--- src/common/boardman_pkg.sv ---
package boardman_pkg;

    // wire protocol geometry
    localparam int HDR_BYTES   = 3;
    localparam int ADDR_W      = 22;
    localparam int LANE_W      = 2;
    localparam int LANES       = 4;
    localparam int WORD_ADDR_W = ADDR_W - LANE_W;
    localparam int DATA_W      = 32;

    // decoded view of the 24-bit command header
    typedef struct packed {
        logic              is_write;
        logic              hold;
        logic [ADDR_W-1:0] addr;
    } bm_hdr_fields_t;

    // bytes[2] is the first byte on the wire
    typedef union packed {
        logic [HDR_BYTES-1:0][7:0] bytes;
        bm_hdr_fields_t            fields;
    } bm_hdr_u;

    // one incoming stream beat
    typedef struct packed {
        logic [7:0] data;
        logic       last;
        logic       user;
    } axis_beat_t;

    // accepted command, len only meaningful for reads
    typedef struct packed {
        bm_hdr_u    hdr;
        logic [7:0] len;
    } bm_cmd_t;

    typedef struct packed {
        logic [7:0] data;
        logic       last;
    } wbeat_t;

    // register bus request
    typedef struct packed {
        logic                   en;
        logic                   wr;
        logic [WORD_ADDR_W-1:0] adr;
        logic [DATA_W-1:0]      wdata;
        logic [LANES-1:0]       wstrb;
    } bus_req_t;

    // response job, count only sent for writes
    typedef struct packed {
        bm_hdr_u    hdr;
        logic [7:0] count;
    } rsp_job_t;

    typedef struct packed {
        logic [7:0] data;
        logic       last;
    } rbeat_t;

endpackage
--- src/hw/boardman_top.sv ---
module boardman_top (
    input  logic                             clk,
    input  logic                             arst_n_i,
    input  boardman_pkg::axis_beat_t         rx_beat_i,
    input  logic                             rx_tvalid_i,
    output logic                             rx_tready_o,
    output logic [7:0]                       tx_tdata_o,
    output logic                             tx_tlast_o,
    output logic                             tx_tvalid_o,
    input  logic                             tx_tready_i,
    output boardman_pkg::bus_req_t           bus_o,
    input  logic [boardman_pkg::DATA_W-1:0]  bus_rdata_i,
    input  logic                             bus_ack_i
);
    import boardman_pkg::*;

    // command path
    bm_cmd_t  cmd;
    logic     cmd_valid;
    logic     cmd_ready;

    // write data path
    wbeat_t   wbeat;
    logic     wbeat_valid;
    logic     wbeat_ready;
    logic     abort;

    // response path
    rsp_job_t job;
    logic     job_valid;
    logic     job_ready;
    rbeat_t   rbeat;
    logic     rbeat_valid;
    logic     rbeat_ready;

    cmd_rx cmd_rx_i (
        .clk, .arst_n_i,
        .rx_beat_i, .rx_tvalid_i, .rx_tready_o,
        .cmd_o(cmd), .cmd_valid_o(cmd_valid), .cmd_ready_i(cmd_ready),
        .wbeat_o(wbeat), .wbeat_valid_o(wbeat_valid), .wbeat_ready_i(wbeat_ready),
        .abort_o(abort)
    );

    bus_engine bus_engine_i (
        .clk, .arst_n_i,
        .cmd_i(cmd), .cmd_valid_i(cmd_valid), .cmd_ready_o(cmd_ready),
        .wbeat_i(wbeat), .wbeat_valid_i(wbeat_valid), .wbeat_ready_o(wbeat_ready),
        .abort_i(abort),
        .bus_o, .bus_rdata_i, .bus_ack_i,
        .job_o(job), .job_valid_o(job_valid), .job_ready_i(job_ready),
        .rbeat_o(rbeat), .rbeat_valid_o(rbeat_valid), .rbeat_ready_i(rbeat_ready)
    );

    rsp_tx rsp_tx_i (
        .clk, .arst_n_i,
        .job_i(job), .job_valid_i(job_valid), .job_ready_o(job_ready),
        .rbeat_i(rbeat), .rbeat_valid_i(rbeat_valid), .rbeat_ready_o(rbeat_ready),
        .tx_tdata_o, .tx_tlast_o, .tx_tvalid_o, .tx_tready_i
    );

endmodule

--- src/hw/rsp_tx/rsp_tx.sv ---
module rsp_tx (
    input  logic                   clk,
    input  logic                   arst_n_i,
    input  boardman_pkg::rsp_job_t job_i,
    input  logic                   job_valid_i,
    output logic                   job_ready_o,
    input  boardman_pkg::rbeat_t   rbeat_i,
    input  logic                   rbeat_valid_i,
    output logic                   rbeat_ready_o,
    output logic [7:0]             tx_tdata_o,
    output logic                   tx_tlast_o,
    output logic                   tx_tvalid_o,
    input  logic                   tx_tready_i
);
    import boardman_pkg::*;

    typedef enum logic [1:0] {
        T_IDLE, T_HDR, T_CNT, T_RD
    } state_t;

    state_t     state;
    rsp_job_t   job_q;
    logic [1:0] idx;

    always_ff @(posedge clk or negedge arst_n_i) begin
        if (!arst_n_i) begin
            state <= T_IDLE;
            idx   <= '0;
        end else begin
            case (state)
                T_IDLE: if (job_valid_i) begin
                    idx   <= 2'(HDR_BYTES - 1);
                    state <= T_HDR;
                end
                T_HDR: if (tx_tready_i) begin
                    if (idx == 2'd0) begin
                        state <= job_q.hdr.fields.is_write ? T_CNT : T_RD;
                    end else begin
                        idx <= idx - 2'd1;
                    end
                end
                T_CNT: if (tx_tready_i) begin
                    state <= T_IDLE;
                end
                T_RD: if (rbeat_valid_i && tx_tready_i && rbeat_i.last) begin
                    state <= T_IDLE;
                end
                default: state <= T_IDLE;
            endcase
        end
    end

    always_ff @(posedge clk) begin
        if (job_valid_i && job_ready_o) begin
            job_q <= job_i;
        end
    end

    assign job_ready_o   = (state == T_IDLE);
    // read bytes pass straight through after the echo
    assign rbeat_ready_o = (state == T_RD) && tx_tready_i;

    always_comb begin
        case (state)
            T_HDR: begin
                tx_tdata_o  = job_q.hdr.bytes[idx];
                tx_tlast_o  = 1'b0;
                tx_tvalid_o = 1'b1;
            end
            T_CNT: begin
                tx_tdata_o  = job_q.count;
                tx_tlast_o  = 1'b1;
                tx_tvalid_o = 1'b1;
            end
            T_RD: begin
                tx_tdata_o  = rbeat_i.data;
                tx_tlast_o  = rbeat_i.last;
                tx_tvalid_o = rbeat_valid_i;
            end
            default: begin
                tx_tdata_o  = 8'h00;
                tx_tlast_o  = 1'b0;
                tx_tvalid_o = 1'b0;
            end
        endcase
    end

    // holds across the engine too, since read bytes come from there
    a_tx_stable: assert property (@(posedge clk) disable iff (!arst_n_i)
        (tx_tvalid_o && !tx_tready_i) |=>
            (tx_tvalid_o && $stable(tx_tdata_o) && $stable(tx_tlast_o)));

endmodule

--- src/hw/bus_engine/bus_engine.sv ---
module bus_engine (
    input  logic                             clk,
    input  logic                             arst_n_i,
    input  boardman_pkg::bm_cmd_t            cmd_i,
    input  logic                             cmd_valid_i,
    output logic                             cmd_ready_o,
    input  boardman_pkg::wbeat_t             wbeat_i,
    input  logic                             wbeat_valid_i,
    output logic                             wbeat_ready_o,
    input  logic                             abort_i,
    output boardman_pkg::bus_req_t           bus_o,
    input  logic [boardman_pkg::DATA_W-1:0]  bus_rdata_i,
    input  logic                             bus_ack_i,
    output boardman_pkg::rsp_job_t           job_o,
    output logic                             job_valid_o,
    input  logic                             job_ready_i,
    output boardman_pkg::rbeat_t             rbeat_o,
    output logic                             rbeat_valid_o,
    input  logic                             rbeat_ready_i
);
    import boardman_pkg::*;

    typedef enum logic [2:0] {
        E_IDLE, E_WFILL, E_WBUS, E_WJOB, E_RBUS, E_RSEND
    } state_t;

    state_t                 state;
    bm_hdr_u                hdr;
    logic [WORD_ADDR_W-1:0] wadr;
    logic [LANE_W-1:0]      lane;
    logic [DATA_W-1:0]      data;
    logic [LANES-1:0]       strb;
    logic [7:0]             cnt;
    logic                   req_en;
    logic                   req_wr;
    logic                   last_word;
    logic                   aborted;
    logic                   job_valid;

    always_ff @(posedge clk or negedge arst_n_i) begin
        if (!arst_n_i) begin
            state     <= E_IDLE;
            wadr      <= '0;
            lane      <= '0;
            strb      <= '0;
            cnt       <= '0;
            req_en    <= 1'b0;
            req_wr    <= 1'b0;
            last_word <= 1'b0;
            aborted   <= 1'b0;
            job_valid <= 1'b0;
        end else begin
            if (job_valid && job_ready_i) begin
                job_valid <= 1'b0;
            end
            case (state)
                E_IDLE: if (cmd_valid_i && cmd_ready_o) begin
                    wadr    <= cmd_i.hdr.fields.addr[ADDR_W-1:LANE_W];
                    lane    <= cmd_i.hdr.fields.addr[LANE_W-1:0];
                    strb    <= '0;
                    aborted <= 1'b0;
                    if (cmd_i.hdr.fields.is_write) begin
                        cnt   <= '0;
                        state <= E_WFILL;
                    end else begin
                        // read job goes out together with the first access
                        cnt       <= cmd_i.len;
                        req_en    <= 1'b1;
                        job_valid <= 1'b1;
                        state     <= E_RBUS;
                    end
                end
                E_WFILL: if (abort_i) begin
                    // partial word is simply dropped
                    state <= E_IDLE;
                end else if (wbeat_valid_i) begin
                    strb[lane] <= 1'b1;
                    cnt        <= cnt + 8'd1;
                    lane       <= lane + 2'd1;
                    if (&lane || wbeat_i.last) begin
                        req_en    <= 1'b1;
                        req_wr    <= 1'b1;
                        last_word <= wbeat_i.last;
                        lane      <= '0;
                        state     <= E_WBUS;
                    end
                end
                E_WBUS: begin
                    if (abort_i) begin
                        aborted <= 1'b1;
                    end
                    if (bus_ack_i) begin
                        req_en <= 1'b0;
                        req_wr <= 1'b0;
                        strb   <= '0;
                        if (!hdr.fields.hold) begin
                            wadr <= wadr + 20'd1;
                        end
                        if (aborted || abort_i) begin
                            state <= E_IDLE;
                        end else if (last_word) begin
                            job_valid <= 1'b1;
                            state     <= E_WJOB;
                        end else begin
                            state <= E_WFILL;
                        end
                    end
                end
                E_WJOB: if (job_ready_i) begin
                    state <= E_IDLE;
                end
                E_RBUS: if (bus_ack_i) begin
                    req_en <= 1'b0;
                    state  <= E_RSEND;
                end
                E_RSEND: if (rbeat_ready_i) begin
                    if (cnt == 8'd0) begin
                        state <= E_IDLE;
                    end else begin
                        cnt  <= cnt - 8'd1;
                        lane <= lane + 2'd1;
                        // lane wraps so fetch the next word
                        if (&lane) begin
                            if (!hdr.fields.hold) begin
                                wadr <= wadr + 20'd1;
                            end
                            req_en <= 1'b1;
                            state  <= E_RBUS;
                        end
                    end
                end
                default: state <= E_IDLE;
            endcase
        end
    end

    always_ff @(posedge clk) begin
        if (state == E_IDLE && cmd_valid_i && cmd_ready_o) begin
            hdr <= cmd_i.hdr;
        end
        if (state == E_WFILL && wbeat_valid_i) begin
            data[lane*8 +: 8] <= wbeat_i.data;
        end else if (state == E_RBUS && bus_ack_i) begin
            data <= bus_rdata_i;
        end
    end

    assign cmd_ready_o   = (state == E_IDLE) && !job_valid;
    assign wbeat_ready_o = (state == E_WFILL);

    assign bus_o.en    = req_en;
    assign bus_o.wr    = req_wr;
    assign bus_o.adr   = wadr;
    assign bus_o.wdata = data;
    assign bus_o.wstrb = strb;

    assign job_o.hdr   = hdr;
    assign job_o.count = cnt;
    assign job_valid_o = job_valid;

    assign rbeat_o.data  = data[lane*8 +: 8];
    assign rbeat_o.last  = (cnt == 8'd0);
    assign rbeat_valid_o = (state == E_RSEND);

    a_bus_stable: assert property (@(posedge clk) disable iff (!arst_n_i)
        (bus_o.en && !bus_ack_i) |=> $stable(bus_o));

endmodule

--- src/hw/cmd_rx/cmd_rx.sv ---
module cmd_rx (
    input  logic                     clk,
    input  logic                     arst_n_i,
    input  boardman_pkg::axis_beat_t rx_beat_i,
    input  logic                     rx_tvalid_i,
    output logic                     rx_tready_o,
    output boardman_pkg::bm_cmd_t    cmd_o,
    output logic                     cmd_valid_o,
    input  logic                     cmd_ready_i,
    output boardman_pkg::wbeat_t     wbeat_o,
    output logic                     wbeat_valid_o,
    input  logic                     wbeat_ready_i,
    output logic                     abort_o
);
    import boardman_pkg::*;

    typedef enum logic [2:0] {
        S_IDLE, S_HDR, S_RLEN, S_CMD, S_WDATA, S_DUMP
    } state_t;

    state_t     state;
    logic [1:0] hdr_idx;
    bm_hdr_u    hdr;
    logic [7:0] len;
    logic       bad;

    // a beat that ends or poisons the packet
    assign bad = rx_beat_i.last || rx_beat_i.user;

    always_comb begin
        case (state)
            S_IDLE, S_HDR, S_RLEN, S_DUMP: rx_tready_o = 1'b1;
            // user beats are always swallowed, data waits for the engine
            S_WDATA: rx_tready_o = rx_beat_i.user || wbeat_ready_i;
            default: rx_tready_o = 1'b0;
        endcase
    end

    always_ff @(posedge clk or negedge arst_n_i) begin
        if (!arst_n_i) begin
            state   <= S_IDLE;
            hdr_idx <= '0;
        end else begin
            case (state)
                S_IDLE: if (rx_tvalid_i && !bad) begin
                    hdr_idx <= 2'(HDR_BYTES - 2);
                    state   <= S_HDR;
                end
                S_HDR: if (rx_tvalid_i) begin
                    if (bad) begin
                        state <= rx_beat_i.last ? S_IDLE : S_DUMP;
                    end else if (hdr_idx == 2'd0) begin
                        // top header byte is already stored, so is_write is known
                        state <= hdr.fields.is_write ? S_CMD : S_RLEN;
                    end else begin
                        hdr_idx <= hdr_idx - 2'd1;
                    end
                end
                S_RLEN: if (rx_tvalid_i) begin
                    if (rx_beat_i.user || !rx_beat_i.last) begin
                        state <= rx_beat_i.last ? S_IDLE : S_DUMP;
                    end else begin
                        state <= S_CMD;
                    end
                end
                S_CMD: if (cmd_ready_i) begin
                    state <= hdr.fields.is_write ? S_WDATA : S_IDLE;
                end
                S_WDATA: if (rx_tvalid_i && rx_tready_o) begin
                    if (rx_beat_i.user) begin
                        state <= rx_beat_i.last ? S_IDLE : S_DUMP;
                    end else if (rx_beat_i.last) begin
                        state <= S_IDLE;
                    end
                end
                S_DUMP: if (rx_tvalid_i && bad) begin
                    state <= S_IDLE;
                end
                default: state <= S_IDLE;
            endcase
        end
    end

    // header and length capture
    always_ff @(posedge clk) begin
        if (state == S_IDLE && rx_tvalid_i && !bad) begin
            hdr.bytes[HDR_BYTES-1] <= rx_beat_i.data;
        end else if (state == S_HDR && rx_tvalid_i && !bad) begin
            hdr.bytes[hdr_idx] <= rx_beat_i.data;
        end
        if (state == S_RLEN && rx_tvalid_i) begin
            len <= rx_beat_i.data;
        end
    end

    assign cmd_o.hdr   = hdr;
    assign cmd_o.len   = len;
    assign cmd_valid_o = (state == S_CMD);

    assign wbeat_o.data  = rx_beat_i.data;
    assign wbeat_o.last  = rx_beat_i.last;
    assign wbeat_valid_o = (state == S_WDATA) && rx_tvalid_i && !rx_beat_i.user;
    assign abort_o       = (state == S_WDATA) && rx_tvalid_i && rx_beat_i.user;

    // no new command while more write data is still expected
    a_no_cmd_in_wdata: assert property (@(posedge clk) disable iff (!arst_n_i)
        (wbeat_valid_o && !wbeat_o.last) |=> !cmd_valid_o);

endmodule

--- config.mk ---
export PLATFORM = sky130hd
export DESIGN_NAME = boardman_top
export DESIGN_NICKNAME = d
export VERILOG_FILES = /design/src/common/boardman_pkg.sv /design/src/hw/boardman_top.sv /design/src/hw/rsp_tx/rsp_tx.sv /design/src/hw/bus_engine/bus_engine.sv /design/src/hw/cmd_rx/cmd_rx.sv
export SDC_FILE = /design/constraint.sdc
export NUM_CORES = 1
export LEC_CHECK = 0
export BUFFER_PORTS_ARGS = -buffer_cell sky130_fd_sc_hd__buf_4
export CAP_MARGIN = 20
export CELL_PAD_IN_SITES_DETAIL_PLACEMENT = 1
export CELL_PAD_IN_SITES_GLOBAL_PLACEMENT = 1
export CORE_ASPECT_RATIO = 0.5
export CORE_MARGIN = 2
export CORE_UTILIZATION = 42
export DETAILED_ROUTE_END_ITERATION = 6
export GPL_TIMING_DRIVEN = 0
export PLACE_DENSITY_LB_ADDON = 0.1
export SETUP_SLACK_MARGIN = 0.2
export SLEW_MARGIN = 5
export SYNTH_ARGS = -nofsm -noshare
export SYNTH_HDL_FRONTEND = slang
export SYNTH_SLANG_ARGS = --single-unit
--- constraint.sdc ---
create_clock -name clk -period 3.15 [get_ports clk]
set_clock_uncertainty 0.15 [all_clocks]
set_input_delay 0.1575 -clock clk [delete_from_list [all_inputs] [get_ports clk]]
set_output_delay 0.1575 -clock clk [all_outputs]
set_load 0.005 [all_outputs]
==> results.txt <==
transition time at the pin with the least slew margin: 0.9679 ns
standby leakage power: 4.109 nW
Ys Warns: 0
via count of the first global-routing pass: 7,264
cell total after placement: 1,103
final-layout worst hold slack: 0.02480 ns
top cell types by occurrence after synthesis: edfxtp_1 (120), nand2_1 (78), dfrtp_1 (51), a21oi_1 (47), nor2_1 (42)
die footprint: 21,020 sq um
post-detailed-placement half-perimeter wirelength: 19.97 mm
worst reg2reg path depth: 9
via count: 6,971
final worst-path setup slack: 0.3290 ns
number of endpoints with negative hold slack in the final report: 0
layout-stage area growth over the synthesis result: 27.17%
core region area: 19,460 sq um
Final Setup Violations: 0
per-cell via count in the routed design: 5.913
required time at the endpoint of the critical path: 3.36 ns
fraction of final layout cells sized beyond drive strength 1: 20.48%
number of cell rows: 36
aggregate routed wire length: 29.00 mm
Max IR drop VDD: 0.4425 mV
number of distinct standard cells referenced by the synthesized netlist: 69
reg-to-reg endpoint: bus_engine_i.cnt[4]
mean instance size in the synthesized netlist: 11.53 sq um
largest driver fanout on the critical path: 10
most repeated cell in the gate-level netlist after synthesis: edfxtp_1
clock tree from TritonCTS: yes
FF-to-FF Start: bus_engine_i.state[1]
worst reg2reg setup slack: 0.33 ns
maximum frequency from static timing analysis: 0.3545 GHz
share of flip-flops with an asynchronous set or reset: 29.82%
Worst Path Arrival: 3.03 ns
level count of the clock H-tree: 4
hold_sp: rx_tvalid_i
Max clock buf depth: 2
Critical Path Sink Type: flop
Hold Path Depth: 3
antenna violation net count after detailed routing: 0
crit share post-route: 89.56%
DRC Markers: 0
area share of the largest cell type after synthesis: 43.30%
width of the chip: 203.1 microns
number of I/O pins: 116
global-route congestion overflow total: 0
number of antenna violations at the first check in global routing: 0
Final Wtd Congestion: 0.8717
post-route setup TNS: 0 ns
initial drt markers: 466
worst slack, placed: -0.1209 ns
pin count of the biggest net entering global routing: 52
wire length of the first global-routing pass: 44.14 mm
Clock Tree Root: clkbuf_16
Primary FF master, synth: edfxtp_1
clock network latency to the later pin of the worst-skew pair: 0.44 ns
number of buffer cells added on primary ports: 114
headroom to the max-slew limit: 35.48%
fin nets: 962
Cells after Synth: 722
share of the yosys chip area belonging to registers: 58.64%
number of nets produced by synthesis: 784
RSZ-0062 raised after global routing: false
fin crit period: 2.821 ns
total power divided by cell area: 841.9 nW/um^2
max-slew violation count: 0
# diodes: 0
Worst-path clk slew: 0.07 ns
cell accounting for the most synthesized area: edfxtp_1
number of enable flip-flop cells after synthesis: 120
Critical Path Start Type: flop
Worst Hold Endpoint: cmd_rx_i.hdr_idx[0]
number of sinks on the clock net: 171
WL/cell: 24.60 microns
cell area after placement: 9528 sq um
overall track demand over capacity in global routing: 28.22%
Pre-antenna DRT Iters: 5
number of clock buffers inserted by TritonCTS: 17
number of register bits inferred by synthesis: 171
maxcap violations: 0
critical setup path kind: flop to flop
post-synthesis cell area: 8322 sq um
Hold WC Path Type: input port to flop
most area-consuming cells after synthesis: edfxtp_1 (43%), dfrtp_1 (15%), nand2_1 (3.5%)
cell area after layout: 10,580 sq um
die outline height: 103.5 microns
run status: complete, no violations
starting utilization of the core area: 42.77%
final cell count without fillers: 1,179
==> layer usage <==
metal / share of wire, % / track usage, % / wire length, microns
met3: 6.8 / 6.262 / 1967
met4: 2.7 / 9.802 / 794
met2: 47 / 45.38 / 13550
met1: 44 / 37.91 / 12690
met5: 0 / 0 / 0
==> placed cells by master, fill, tap and decap left out, types with 13 or more instances in the layout <==
master,instances
dfrtp_1,51
o21ai_0,32
ha_1,15
nand3_1,25
o21ai_1,13
a21oi_1,46
nand2b_1,13
nor2_1,42
clkbuf_16,17
buf_4,119
edfxtp_1,120
clkbuf_1,33
mux2i_1,13
dlygate4sd3_1,42
inv_1,16
a22o_1,30
nand2_1,78
==> per-stage QoR <==
stage / total power, W / utilization (%)
floorplan: 0.005142 / -
global placement: 0.006454 / 48.89
detailed placement: 0.006591 / 48.96
CTS: 0.008831 / 54.33
global route: 0.009331 / 54.39
finish: 0.008910 / 54.39
==> power by group <==
| part | switching, W | internal [W] | leakage (nW) |
|---|---|---|---|
| registers | 0.000416 | 0.00280 | 1.72 |
| logic | 0.00204 | 0.00143 | 2.09 |
| clock network | 0.00100 | 0.00122 | 0.293 |
| total | 0.00346 | 0.00545 | 4.11 |
==> final cells by class <==
cell class,count,area [sq um]
Multi-Input combinational cell,484,3201
Clock buffer,19,442.9
Sequential cell,171,4880
Inverter,17,63.81
Tap cell,266,332.8
Fill cell,2081,8876
Timing Repair Buffer,158,1289
Buffer,51,221.5
Clock inverter,13,152.6
==> sequential cells by signal, summed over array words and instances (netlist names), 3 cells and up <==
name and flops:
cmd_rx_i.state 3, bus_engine_i.wadr 20, rsp_tx_i.job_q 32, cmd_rx_i.len 8, cmd_rx_i.hdr 24, bus_engine_i.cnt 8, bus_engine_i.strb 4, bus_engine_i.data 32
bus_engine_i.hdr 24, bus_engine_i.state 3
==> kinds of logic (layout without fill, tap and decap cells) <==
logic type	Yosys count	in the layout	share of synthesized area [%]
compound gates	200	200	16.31
xor+xnor	1	1	0.1053
fa+ha+maj	15	15	2.255
buf+inv	68	258	3.353
flops	171	171	58.64
mux	23	23	3.999
simple gates	244	245	15.34
==> how the worst max path moves through the flow <==
stage / cells after the start / end / slack (ns) / from
floorplan: 8 / bus_engine_i.wadr[12] / 0.55 / bus_engine_i.state[1]
global placement: 7 / bus_engine_i.wadr[19] / -0.58 / bus_engine_i.state[1]
detailed placement: 7 / bus_engine_i.wadr[19] / -0.12 / bus_engine_i.state[1]
CTS: 7 / bus_engine_i.wadr[19] / 0.15 / bus_engine_i.cnt[2]
global route: 8 / bus_engine_i.wadr[13] / 0.21 / bus_engine_i.cnt[2]
finish: 9 / bus_engine_i.cnt[4] / 0.33 / bus_engine_i.state[1]
==> repair_timing <==
item	4_1_cts	5_1_grt
gates cloned	1	0
setup endpoints to repair	32	38
gates resized for setup	3	7
endpoints found under the hold margin	118	0
hold buffers	42	0
setup buffers	1	0
==> worst max-delay path: stages, from the launching register on <==
cell and delay [ns]:
dfrtp_1 0.43, clkbuf_2 0.21, nand3b_1 0.23, buf_2 0.23, xnor2_1 0.15, ha_1 0.27
or3_1 0.41, o31ai_1 0.33, a32oi_1 0.17, o2bb2ai_1 0.17
Note: power is estimated with default switching activity, not from simulation.
